<file path="src/source/breakout_settings.svh">
`ifndef BREAKOUT_SETTINGS_SVH
`define BREAKOUT_SETTINGS_SVH

// screen coordinate width, 640x480 fits in 10 bits
`define COORD_W 10

// brick health, zero means the cell is empty
`define HEALTH_W 2

// top edge of the paddle, in screen rows
`define PLAT_Y 440

// paddle width in pixels
`define PLAT_W 64

// one hit record per bounce axis
`define N_AXIS 2

// vertical probe hit, flips y
`define AXIS_V 0

// horizontal probe hit, flips x
`define AXIS_H 1

`endif

</file>
<file path="src/source/breakout_pkg.sv">
`default_nettype none

`include "breakout_settings.svh"

package breakout_pkg;

	// pixel position on screen
	typedef logic [`COORD_W-1:0] coord_t;

	// brick health as stored in the brick map
	typedef logic [`HEALTH_W-1:0] health_t;

	// one flag per bounce axis, bit AXIS_V and bit AXIS_H
	typedef logic [`N_AXIS-1:0] axis_t;

	// probe sequencer states
	// each probe is load address, wait, check data, write back
	typedef enum logic [3:0] {
		IDLE,
		V_LOAD,
		V_WAIT,
		V_CHECK,
		V_WRITE,
		H_LOAD,
		H_WAIT,
		H_CHECK,
		H_WRITE,
		D_LOAD,
		D_WAIT,
		D_CHECK,
		D_WRITE,
		UPDATE
	} probe_state_t;

endpackage

`default_nettype wire

</file>
<file path="src/source/ball_logic.sv">
`default_nettype none

`include "breakout_settings.svh"

module ball_logic (
	input logic clk,
	input logic resetn,
	input logic logic_go,
	input breakout_pkg::coord_t x,
	input breakout_pkg::coord_t y,
	input breakout_pkg::coord_t x_max,
	input breakout_pkg::coord_t y_max,
	input breakout_pkg::coord_t size,
	input breakout_pkg::coord_t platx,
	input breakout_pkg::coord_t brickx_in,
	input breakout_pkg::coord_t bricky_in,
	input breakout_pkg::health_t health,
	output breakout_pkg::health_t game_health,
	output logic game_write,
	output breakout_pkg::coord_t memx,
	output breakout_pkg::coord_t memy,
	output logic x_du,
	output logic y_du,
	output logic update,
	output breakout_pkg::coord_t col_x [`N_AXIS],
	output breakout_pkg::coord_t col_y [`N_AXIS],
	output breakout_pkg::health_t col_health [`N_AXIS],
	output breakout_pkg::axis_t collided,
	output logic plat_collided
);

	import breakout_pkg::*;

	// sequencer to hit records
	axis_t clear;
	axis_t capture;
	coord_t cap_x;
	coord_t cap_y;
	health_t cap_health;

	// walks the probes and writes back brick health
	probe_sequencer u_seq (
		.clk(clk),
		.resetn(resetn),
		.logic_go(logic_go),
		.ballx(x),
		.bally(y),
		.x_du(x_du),
		.y_du(y_du),
		.brickx(brickx_in),
		.bricky(bricky_in),
		.brick_health(health),
		.hit(collided),
		.memx(memx),
		.memy(memy),
		.game_write(game_write),
		.game_health(game_health),
		.clear(clear),
		.capture(capture),
		.cap_x(cap_x),
		.cap_y(cap_y),
		.cap_health(cap_health),
		.update(update)
	);

	// record 0 for vertical hits, record 1 for horizontal
	for (genvar i = 0; i < `N_AXIS; i++) begin : g_axis
		hit_record u_rec (
			.clk(clk),
			.resetn(resetn),
			.clear(clear[i]),
			.capture(capture[i]),
			.cap_x(cap_x),
			.cap_y(cap_y),
			.cap_health(cap_health),
			.hit(collided[i]),
			.col_x(col_x[i]),
			.col_y(col_y[i]),
			.col_health(col_health[i])
		);
	end

	// walls, paddle and brick bounces
	bounce_control u_bounce (
		.clk(clk),
		.resetn(resetn),
		.x(x),
		.y(y),
		.x_max(x_max),
		.y_max(y_max),
		.size(size),
		.platx(platx),
		.update(update),
		.hit(collided),
		.x_du(x_du),
		.y_du(y_du),
		.plat_collided(plat_collided)
	);

endmodule

`default_nettype wire

</file>
<file path="src/source/bounce_control.sv">
`default_nettype none

`include "breakout_settings.svh"

module bounce_control (
	input logic clk,
	input logic resetn,
	input breakout_pkg::coord_t x,
	input breakout_pkg::coord_t y,
	input breakout_pkg::coord_t x_max,
	input breakout_pkg::coord_t y_max,
	input breakout_pkg::coord_t size,
	input breakout_pkg::coord_t platx,
	input logic update,
	input breakout_pkg::axis_t hit,
	output logic x_du,
	output logic y_du,
	output logic plat_collided
);

	import breakout_pkg::*;

	// right and bottom edges of the ball
	coord_t ball_xedge;
	coord_t ball_yedge;

	// right end of the paddle
	coord_t plat_xedge;

	logic on_plat_row;
	logic over_plat;

	assign ball_xedge = x + size;
	assign ball_yedge = y + size;
	assign plat_xedge = platx + coord_t'(`PLAT_W);

	// ball bottom sits exactly on the paddle top
	assign on_plat_row = (ball_yedge == coord_t'(`PLAT_Y));

	// some overlap between ball span and paddle span
	assign over_plat = (ball_xedge > platx) && (x < plat_xedge);

	assign plat_collided = on_plat_row && over_plat;

	// x direction, 1 moves right
	always_ff @(posedge clk) begin
		if (!resetn) begin
			x_du <= 1'b0;
		end else if (x == x_max) begin
			x_du <= 1'b0;
		end else if (x == '0) begin
			x_du <= 1'b1;
		end else if (update && hit[`AXIS_H]) begin
			// side of a brick
			x_du <= ~x_du;
		end
	end

	// y direction, 1 moves down
	always_ff @(posedge clk) begin
		if (!resetn) begin
			y_du <= 1'b0;
		end else if (y == y_max) begin
			y_du <= 1'b0;
		end else if (y == '0) begin
			y_du <= 1'b1;
		end else if (plat_collided) begin
			// paddle always sends the ball back up
			y_du <= 1'b0;
		end else if (update && hit[`AXIS_V]) begin
			// top or bottom of a brick
			y_du <= ~y_du;
		end
	end

endmodule

`default_nettype wire

</file>
<file path="src/source/hit_record.sv">
`default_nettype none

module hit_record (
	input logic clk,
	input logic resetn,
	input logic clear,
	input logic capture,
	input breakout_pkg::coord_t cap_x,
	input breakout_pkg::coord_t cap_y,
	input breakout_pkg::health_t cap_health,
	output logic hit,
	output breakout_pkg::coord_t col_x,
	output breakout_pkg::coord_t col_y,
	output breakout_pkg::health_t col_health
);

	// hit flag for this axis
	// capture wins, though the sequencer never
	// raises both in one cycle
	always_ff @(posedge clk) begin
		if (!resetn) begin
			hit <= 1'b0;
		end else if (capture) begin
			hit <= 1'b1;
		end else if (clear) begin
			hit <= 1'b0;
		end
	end

	// brick that was hit and its health after the hit
	// kept past clear, only the next capture replaces it
	always_ff @(posedge clk) begin
		if (!resetn) begin
			col_x <= '0;
			col_y <= '0;
			col_health <= '0;
		end else if (capture) begin
			col_x <= cap_x;
			col_y <= cap_y;
			col_health <= cap_health;
		end
	end

endmodule

`default_nettype wire

</file>
<file path="src/source/probe_sequencer.sv">
`default_nettype none

`include "breakout_settings.svh"

module probe_sequencer (
	input logic clk,
	input logic resetn,
	input logic logic_go,
	input breakout_pkg::coord_t ballx,
	input breakout_pkg::coord_t bally,
	input logic x_du,
	input logic y_du,
	input breakout_pkg::coord_t brickx,
	input breakout_pkg::coord_t bricky,
	input breakout_pkg::health_t brick_health,
	input breakout_pkg::axis_t hit,
	output breakout_pkg::coord_t memx,
	output breakout_pkg::coord_t memy,
	output logic game_write,
	output breakout_pkg::health_t game_health,
	output breakout_pkg::axis_t clear,
	output breakout_pkg::axis_t capture,
	output breakout_pkg::coord_t cap_x,
	output breakout_pkg::coord_t cap_y,
	output breakout_pkg::health_t cap_health,
	output logic update
);

	import breakout_pkg::*;

	probe_state_t state;
	probe_state_t state_next;

	// ball position one step ahead
	coord_t x_new;
	coord_t y_new;

	logic start;
	logic is_check;
	logic brick_found;
	health_t dec_health;

	// go is only looked at while idle
	assign start = (state == IDLE) && logic_go;

	assign is_check = (state == V_CHECK) || (state == H_CHECK) || (state == D_CHECK);

	// empty cells read back as zero health
	assign brick_found = (brick_health != '0);
	assign dec_health = brick_health - health_t'(1);

	// both records drop their flag at the start of a step
	assign clear = {`N_AXIS{start}};

	// hit payload goes straight from the memory read data
	assign cap_x = brickx;
	assign cap_y = bricky;
	assign cap_health = dec_health;

	assign update = (state == UPDATE);

	always_comb begin
		capture = '0;
		if (brick_found) begin
			case (state)
				V_CHECK: capture[`AXIS_V] = 1'b1;
				H_CHECK: capture[`AXIS_H] = 1'b1;
				// corner hit bounces on both axes
				D_CHECK: capture = '1;
				default: capture = '0;
			endcase
		end
	end

	always_comb begin
		case (state)
			IDLE: state_next = logic_go ? V_LOAD : IDLE;
			V_LOAD: state_next = V_WAIT;
			V_WAIT: state_next = V_CHECK;
			V_CHECK: state_next = V_WRITE;
			V_WRITE: state_next = H_LOAD;
			H_LOAD: state_next = H_WAIT;
			H_WAIT: state_next = H_CHECK;
			H_CHECK: state_next = H_WRITE;
			// diagonal only matters when both sides were clear
			H_WRITE: state_next = (hit != '0) ? UPDATE : D_LOAD;
			D_LOAD: state_next = D_WAIT;
			D_WAIT: state_next = D_CHECK;
			D_CHECK: state_next = D_WRITE;
			D_WRITE: state_next = UPDATE;
			UPDATE: state_next = IDLE;
			default: state_next = IDLE;
		endcase
	end

	always_ff @(posedge clk) begin
		if (!resetn) begin
			state <= IDLE;
		end else begin
			state <= state_next;
		end
	end

	// next position, one pixel along each direction
	always_ff @(posedge clk) begin
		if (!resetn) begin
			x_new <= '0;
			y_new <= '0;
		end else if (start) begin
			x_new <= x_du ? ballx + coord_t'(1) : ballx - coord_t'(1);
			y_new <= y_du ? bally + coord_t'(1) : bally - coord_t'(1);
		end
	end

	// probe address, held through wait, check and write
	always_ff @(posedge clk) begin
		if (!resetn) begin
			memx <= '0;
			memy <= '0;
		end else begin
			case (state)
				// straight above or below
				V_LOAD: begin
					memx <= ballx;
					memy <= y_new;
				end
				// straight left or right
				H_LOAD: begin
					memx <= x_new;
					memy <= bally;
				end
				// the corner ahead
				D_LOAD: begin
					memx <= x_new;
					memy <= y_new;
				end
				default: begin
					memx <= memx;
					memy <= memy;
				end
			endcase
		end
	end

	// write-back, high for the whole write state after a hit
	always_ff @(posedge clk) begin
		if (!resetn) begin
			game_write <= 1'b0;
			game_health <= '0;
		end else begin
			game_write <= is_check && brick_found;
			if (is_check && brick_found) begin
				game_health <= dec_health;
			end
		end
	end

endmodule

`default_nettype wire

</file>
<file path="config.mk">
export PLATFORM = sky130hd
export DESIGN_NAME = ball_logic
export DESIGN_NICKNAME = d
export VERILOG_FILES = /design/src/source/breakout_pkg.sv /design/src/source/ball_logic.sv /design/src/source/bounce_control.sv /design/src/source/hit_record.sv /design/src/source/probe_sequencer.sv
export VERILOG_INCLUDE_DIRS = /design/src /design/src/source
export SDC_FILE = /design/constraint.sdc
export NUM_CORES = 1
export LEC_CHECK = 0
export ABC_AREA = 1
export ABC_CLOCK_PERIOD_IN_PS = 3500
export BUFFER_PORTS_ARGS = -buffer_cell sky130_fd_sc_hd__buf_4
export CAP_MARGIN = 20
export CORE_ASPECT_RATIO = 0.75
export CORE_MARGIN = 3
export CORE_UTILIZATION = 55
export CTS_BUF_LIST = sky130_fd_sc_hd__clkbuf_2 sky130_fd_sc_hd__clkbuf_4 sky130_fd_sc_hd__clkbuf_8
export CTS_CLUSTER_SIZE = 14
export DETAILED_ROUTE_END_ITERATION = 7
export PLACE_DENSITY_LB_ADDON = 0.08
export SLEW_MARGIN = 20
export SYNTH_ARGS = -nofsm -noshare
export SYNTH_HDL_FRONTEND = slang
export SYNTH_SLANG_ARGS = --single-unit
export TNS_END_PERCENT = 1
</file>
<file path="constraint.sdc">
create_clock -name clk -period 3.5 [get_ports clk]
set_clock_uncertainty 0.2 [all_clocks]
set_input_delay 0 -clock clk [delete_from_list [all_inputs] [get_ports clk]]
set_output_delay 0 -clock clk [all_outputs]
set_load 0.005 [all_outputs]
</file>
==> results.txt, run 1 <==
RSZ-0062 raised after global routing -> false
Reg-to-reg startpoint -> u_seq.state[2]
Initial antenna violation count -> 0
Crit share post-route -> 93.15%
Worst endpoint required time -> 3.54 ns
DRC violations left -> 0
GP Congestion -> 0.9415
VDD IR-drop max -> 0.0003358 V
Clk buf depth -> 2
Clock buffer count from CTS -> 9
Synth area leaders -> dfxtp_1, ha_1, nand2_1
Largest stage delay on the critical path -> 0.56 ns
Synth top area share -> 31.19%
Worst-path fanout max -> 6
Hold crit path type -> in2reg
Clk slew on worst S/H paths -> 0.08 ns
Final min period -> 3.260 ns
Syn avg cell area -> 7.024 um^2
Cell area power density -> 335.8 mW/mm^2
Die footprint -> 0.01240 mm^2
Gr ovfl total -> 0
Max H-tree Level -> 3
Count of final hold-check violations -> 0
Design area -> 0.008041 mm^2
Commonest cells after routing, fill and taps aside -> buf_4, nand2_1, nor2_1
TritonCTS clock tree -> done
Die W -> 127.6 um
Setup TNS -> 0 ns
TritonRoute pass-1 iters -> 5
IO buf count -> 157
Max-slew headroom -> 50.55%
Post-Synthesis Net Count -> 1012
Hold_sp -> resetn
Vias -> 6355
FMAX -> 306.7 MHz
Crit path max-delay cell type -> dlygate4sd3_1
Status -> completed
Syn Inst Count -> 868
Clk_lat worst skew -> 0.34 ns
Layout cells sized above 1 -> 18.20%
WP data arrival -> 3.30 ns
Drt initial violations -> 481
NumNets Final -> 1205
Most used cell, CP -> nand3_1
Main synth FF type -> dfxtp_1
Layout area overhead -> 31.89%
Critical path type -> in2reg
Most common cell after layout, fill and taps aside -> buf_4
Detail-routed via count per cell -> 5.287
Leak -> 0.004010 uW
Top cell type by total area after synthesis -> dfxtp_1
Post-DP HPWL -> 13.01 mm
I/O pin cnt -> 158
Maxcap violations -> 0
Register area share after synthesis -> 31.19%
Yosys reg bits -> 95
Worst Setup SP -> x[6]
CP startpoint kind -> primary input
Post-Syn Area -> 0.006097 mm^2
Worst-margin pin slew -> 0.7410 ns
Post-synth EDFFs -> 0
Critical-path cell list -> dlygate4sd3_1 > buf_4 > ha_1 > inv_1 > nor3_2 > nand3_1 > o2111ai_1 > xor2_1 > ha_1 > nand2_1 > nor2_1 > nand3_1 > nand3_1 > nor2_1 > nand3_1 > nor2_1 > nand3_1 > nand2_1 > a21oi_1 > dlygate4sd3_1
Number of diodes -> 0
Async S/R FF share, synth -> 0%
Setup-failing EPs final -> 0
Die Y -> 97.18 um
Drt wl/cell -> 14.55 um
Setup crit end kind -> register
Vias in the first global route -> 5868
Core ar. -> 0.01053 mm^2
Clock sinks -> 95
Placed Area -> 0.007300 mm^2
Initial Util -> 57.90%
Largest net degree at the start of global routing -> 71
WL final -> 17.49 mm
Final Max Slew Viols -> 0
Antenna Nets Post-Route -> 0
Yosys warns -> 0
CTS root buffer -> clkbuf_8
Yosys cell types -> 43
Setup Buffers After CTS -> 0
Num rows -> 32
Total track usage -> 27.64%
Global-route wire length before repair -> 28.50 mm
state kept, by name, summed over array words and instances (netlist names):
register,cells
u_seq.x_new,10
u_seq.memy,10
u_seq.game_write,1
u_seq.game_health,2
u_seq.memx,10
u_seq.y_new,10
g_axis.u_rec.col_health,4
u_bounce.x_du,1
g_axis.u_rec.col_x,20
u_bounce.y_du,1
u_seq.state,4
g_axis.u_rec.hit,2
g_axis.u_rec.col_y,20
critical path: cells and delay by family:
kind / cells / cell delay [ns]
xor+xnor: 1 / 0.17
compound gates: 2 / 0.19
simple gates: 11 / 0.99
fa+ha+maj: 2 / 0.59
buf+inv: 4 / 1.37
power breakdown:
part           switching (uW)  total (uW)  internal, uW
Clock                     351         776           425
Combinational             415         753           338
Sequential               30.7        1170          1140
through the flow:
stage	utilization, %	setup WS, ns	std cells	hold WS [ns]	total power (uW)
floorplan	-	0.8709	868	-0.1100	1627
global placement	69.32	0.4079	1134	0.005442	1880
detailed placement	69.32	0.3684	1134	0.008758	1890
CTS	76.32	0.2570	1202	0.02262	2709
global route	76.37	0.003456	1202	0.06547	2867
finish	76.37	0.2397	1202	0.04338	2700
final timing paths:
path / end / slack [ns] / cells past startpoint
max: u_bounce.y_du / 0.24 / 20
min: u_seq.game_write / 0.04 / 3
max reg2reg: u_bounce.x_du / 0.90 / 7
min reg2reg: u_seq.memx[2] / 0.27 / 2
layer usage:
layer | wire, um | GRT usage [%] | part of all wire [%]
met1 | 8350 | 41.00 | 48
met2 | 7639 | 42.66 | 44
met3 | 1266 | 4.176 | 7.2
met4 | 237 | 5.546 | 1.4
met5 | 0 | 0 | 0
cell usage after synthesis (all sizes together) (4+ instances only):
cell type and n:
clkbuf 14, nand2 145, o211ai 10, dfxtp 95, nor4 5, nand3 44
o22ai 14, a21oi 66, nor2 140, o21ai 79, inv 101, o21a 4
buf 16, xnor2 14, nor3 10, xor2 15, nand4 5, o21bai 7
fa 4, ha 55
kinds of logic after synthesis:
kind of cell / count (synthesis) / synth area share (%)
AO/OA/AOI/OAI: 195 / 18.04
XOR/XNOR: 29 / 4.166
adder cells (fa/ha/maj): 59 / 12.60
buffers and inverters: 132 / 9.050
flip-flops: 95 / 31.19
AND/OR/NAND/NOR: 358 / 24.95
timing repair:
action,in CTS,in global routing
setup endpoints to repair,0,1
gates resized for setup,0,1
hold endpoints to repair,82,0
hold buffers,52,0
area by class of cell:
cell class	instances	area [um^2]
Inverter	102	382.9
Fill cell	824	2489
Clock inverter	4	70.07
Timing Repair Buffer	212	1722
Tap cell	136	170.2
Multi-Input combinational cell	641	3649
Sequential cell	95	1902
Clock buffer	12	146.4
No activity file was read; power rests on OpenSTA's default activity.
==> run 2, diff against run 1 <==
Settings changed: SETUP_SLACK_MARGIN set to 0.3.
==> results.txt, run 2 (synthesis results as in run 1) <==
Final Non-Filler Cells -> 1204
Global-route wire length before repair -> 28.64 mm
Pre-CTS setup slack -> 0.3684 ns
Max H-tree Level -> 3
Fill cells -> 821
Core ar. -> 0.01053 mm^2
Crit path max-delay cell type -> dlygate4sd3_1
Setup-failing EPs final -> 0
R2r endpoint -> u_bounce.x_du
Die footprint -> 0.01240 mm^2
Multi-input combinational cell area -> 0.003675 mm^2
Initial Util -> 57.90%
Critical path type -> in2reg
TritonCTS clock tree -> done
IO buf count -> 157
Leak -> 0.004011 uW
RSZ-0062 raised after global routing -> false
Clk slew on worst S/H paths -> 0.08 ns
Setup TNS -> 0 ns
Worst endpoint required time -> 3.53 ns
DRC violations left -> 0
WP data arrival -> 3.09 ns
Gr ovfl total -> 0
CP startpoint kind -> primary input
Post-DP HPWL -> 13.01 mm
I/O pin cnt -> 158
R2R Setup Slk -> 0.88 ns
Maxcap violations -> 0
Biggest regs -> g_axis.u_rec.col_x x20, g_axis.u_rec.col_y x20
Cell area power density -> 335.8 mW/mm^2
Design area -> 0.008088 mm^2
Crit share post-route -> 87.39%
Cell count after placement -> 1134
Worst hold stages -> 3
Hold slack -> 0.05138 ns
Setup ws final -> 0.4414 ns
Final Max Slew Viols -> 0
Placed Area -> 0.007300 mm^2
Hold worst-path end -> u_seq.game_write
FMAX -> 326.9 MHz
Num rows -> 32
R2R cell count -> 7
Number of diodes -> 0
Layout cells sized above 1 -> 18.73%
Largest net degree at the start of global routing -> 71
CTS root buffer -> clkbuf_8
Reg-to-reg startpoint -> u_seq.state[2]
Detail-routed via count per cell -> 5.256
Clock buffer count from CTS -> 9
Clock sinks -> 95
GP Congestion -> 0.9415
Worst-path fanout max -> 5
Drt wl/cell -> 14.64 um
Setup crit end kind -> register
Antenna Nets Post-Route -> 0
Hold_sp -> resetn
Most common cell after layout, fill and taps aside -> buf_4
VDD IR-drop max -> 0.0003365 V
Initial antenna violation count -> 0
Hold crit path type -> in2reg
Final min period -> 3.059 ns
Register area -> 0.001902 mm^2
NumNets Final -> 1207
Total track usage -> 27.79%
Vias -> 6328
Buf/Inv on CP -> 5
Die W -> 127.6 um
TritonRoute pass-1 iters -> 5
Drt initial violations -> 477
Commonest cells after routing, fill and taps aside -> buf_4, nand2_1, nor2_1
Clk buf depth -> 2
WL final -> 17.63 mm
Worst Setup SP -> x[5]
CP delay by family, top -> buffers and inverters
Max-slew headroom -> 50.22%
Status -> completed
Largest stage delay on the critical path -> 0.63 ns
Most used cell, CP -> dlygate4sd3_1
Layout area overhead -> 32.65%
Count of final hold-check violations -> 0
Die Y -> 97.18 um
Vias in the first global route -> 5866
Worst-margin pin slew -> 0.7459 ns
Critical-path cell list -> buf_4 > dlygate4sd3_1 > xnor2_1 > nand3_1 > dlygate4sd3_1 > nor3_1 > dlygate4sd3_1 > nor3_1 > dlygate4sd3_1
Clk_lat worst skew -> 0.34 ns
==> run 2: cell type report <==
type / count / share of cell area (%)
tap: 136 / 2.104
sequential: 95 / 23.51
clock buffer: 12 / 1.810
timing repair buffer: 214 / 21.53
clock inverter: 4 / 0.8663
multi-input combinational: 641 / 45.44
inverter: 102 / 4.734
==> run 2: power breakdown <==
| part | total, uW | internal (uW) | switching [uW] |
|---|---|---|---|
| Combinational | 762 | 344 | 418 |
| Clock | 782 | 425 | 357 |
| Sequential | 1170 | 1140 | 31.0 |
==> run 2: worst max-delay path by stage <==
stage	depth (start not counted)	endpoint	slack [ns]
floorplan	23	u_bounce.y_du	0.87
global placement	23	plat_collided	0.41
detailed placement	23	plat_collided	0.37
CTS	25	u_bounce.y_du	0.34
global route	23	plat_collided	0.31
finish	9	u_bounce.x_du	0.44
==> run 2: repair_timing <==
action,4_1_cts,5_1_grt
hold endpoints to repair,82,1
hold buffers,52,3
endpoints found under the setup margin,0,2
buffers inserted,0,0
resized for setup,0,8
==> run 2: metrics by stage <==
stage	utilization [%]	power, uW
2_1_floorplan	-	1627
3_3_place_gp	69.32	1880
3_5_place_dp	69.32	1890
4_1_cts	76.32	2709
5_1_grt	76.81	2876
6_report	76.81	2715
==> run 2: worst min-delay path, stage by stage <==
cell and delay (ns):
buf_4 0.09, inv_1 0.29, nor2_1 0.18
==> run 2: layer usage <==
layer	wire (um)	part of all wire [%]	up-vias	global-route usage [%]
li1	-	-	3259	-
met1	8568	49	2852	41.03
met2	7670	44	193	42.90
met3	1141	6.5	24	4.341
met4	244	1.4	0	5.791
met5	0	0	-	0
==> run 3, diff against run 2 <==
Settings changed: HOLD_SLACK_MARGIN set to 0.06.
==> results.txt, run 3 (synthesis results as in run 1) <==
WP data arrival -> 3.12 ns
Vias in the first global route -> 5892
Commonest cells after routing, fill and taps aside -> buf_4, nand2_1, nor2_1
FMAX -> 323.8 MHz
CTS root buffer -> clkbuf_8
Max H-tree Level -> 3
Layout cells sized above 1 -> 18.71%
Gr ovfl total -> 0
Setup crit end kind -> register
Reg-to-reg startpoint -> u_seq.state[2]
Clk slew on worst S/H paths -> 0.08 ns
Clock buffer count from CTS -> 9
Largest net degree at the start of global routing -> 71
R2R cell count -> 7
Biggest regs -> g_axis.u_rec.col_x x20, g_axis.u_rec.col_y x20
TritonRoute pass-1 iters -> 5
NumNets Final -> 1208
Hold crit path type -> in2reg
Drt initial violations -> 513
Worst-margin pin slew -> 0.7338 ns
Leak -> 0.004015 uW
Max-slew headroom -> 51.03%
IO buf count -> 157
Final min period -> 3.089 ns
Clk_lat worst skew -> 0.34 ns
Clock sinks -> 95
Setup-failing EPs final -> 0
Critical-path cell list -> buf_4 > dlygate4sd3_1 > xnor2_1 > nand3_1 > dlygate4sd3_1 > nor3_1 > dlygate4sd3_1 > nor3_1 > dlygate4sd3_1
VDD IR-drop max -> 0.0003366 V
Setup Buffers After CTS -> 0
Detail-routed via count per cell -> 5.276
Post-DP HPWL -> 13.01 mm
Die W -> 127.6 um
R2R Setup Slk -> 0.87 ns
TritonCTS clock tree -> done
Worst-path fanout max -> 4
Drt wl/cell -> 14.64 um
Maxcap violations -> 0
Critical path type -> in2reg
R2r endpoint -> u_bounce.x_du
Layout area overhead -> 32.81%
CP startpoint kind -> primary input
Number of diodes -> 0
Worst Setup SP -> x[5]
Initial Util -> 57.90%
I/O pin cnt -> 158
WL final -> 17.64 mm
DRC violations left -> 0
Most common cell after layout, fill and taps aside -> buf_4
Die Y -> 97.18 um
Final core occ -> 76.90%
RSZ-0062 raised after global routing -> false
Setup TNS -> 0 ns
Final Max Slew Viols -> 0
Core ar. -> 0.01053 mm^2
Total track usage -> 27.81%
GP Congestion -> 0.9415
Clk buf depth -> 2
Vias -> 6357
Crit path max-delay cell type -> dlygate4sd3_1
Global-route wire length before repair -> 28.64 mm
Count of final hold-check violations -> 0
Status -> completed
Cell area power density -> 335.3 mW/mm^2
Initial antenna violation count -> 0
Crit path to -> u_bounce.x_du
Largest stage delay on the critical path -> 0.66 ns
Num rows -> 32
Worst endpoint required time -> 3.53 ns
Crit share post-route -> 88.24%
Antenna Nets Post-Route -> 0
Most used cell, CP -> dlygate4sd3_1
Die footprint -> 0.01240 mm^2
## run 3: where the power goes
group          internal (uW)  switching, uW
Combinational            344            419
Sequential              1140           31.0
Clock                    425            355
## run 3: worst min-delay path by stage
| stage | startpoint | end | cells past startpoint |
|---|---|---|---|
| final | x[6] | u_seq.x_new[6] | 4 |
| after floorplan | health[0] | g_axis[0].u_rec.col_health[0] | 1 |
| after CTS | x[7] | u_seq.x_new[8] | 8 |
| after detailed placement | health[0] | g_axis[0].u_rec.col_health[0] | 2 |
| after global routing | x[6] | u_seq.x_new[6] | 4 |
| after global placement | health[0] | g_axis[0].u_rec.col_health[0] | 2 |
## run 3: area by class of cell
type,count,area (um^2)
clock inverter,4,70.07
timing repair buffer,215,1752
tap,136,170.2
inverter,102,382.9
clock buffer,12,146.4
multi-input combinational,641,3675
sequential,95,1902
fill,820,2432
## run 3: timing repair
item / 4_1_cts / 5_1_grt
hold buffers: 53 / 3
setup endpoints to repair: 0 / 2
endpoints found under the hold margin: 90 / 1
gates resized for setup: 0 / 8
## run 3: critical path, delay by kind of cell
kind                   cells  cell delay (ns)
XOR/XNOR                   1             0.19
AND/OR/NAND/NOR            3             0.36
buffers and inverters      5             2.56
## run 3: metal layers
metal	part of all wire [%]	up-vias	GRT usage, %
met2	43	245	42.78
li1	-	3265	-
met3	8.2	23	4.890
met5	0	-	0
met1	47	2824	40.76
met4	1.5	0	5.954
## run 3: per-stage QoR
step / power (uW) / cell area (um^2) / worst slack, ns / hold WS, ns / instances
2_1_floorplan: 1627 / 6097 / 0.8709 / -0.1100 / 868
3_3_place_gp: 1880 / 7300 / 0.4079 / 0.005442 / 1134
3_5_place_dp: 1890 / 7300 / 0.3684 / 0.008758 / 1134
4_1_cts: 2710 / 8046 / 0.3450 / 0.06978 / 1203
5_1_grt: 2877 / 8098 / 0.3159 / 0.08707 / 1205
6_report: 2715 / 8098 / 0.4114 / 0.09147 / 1205
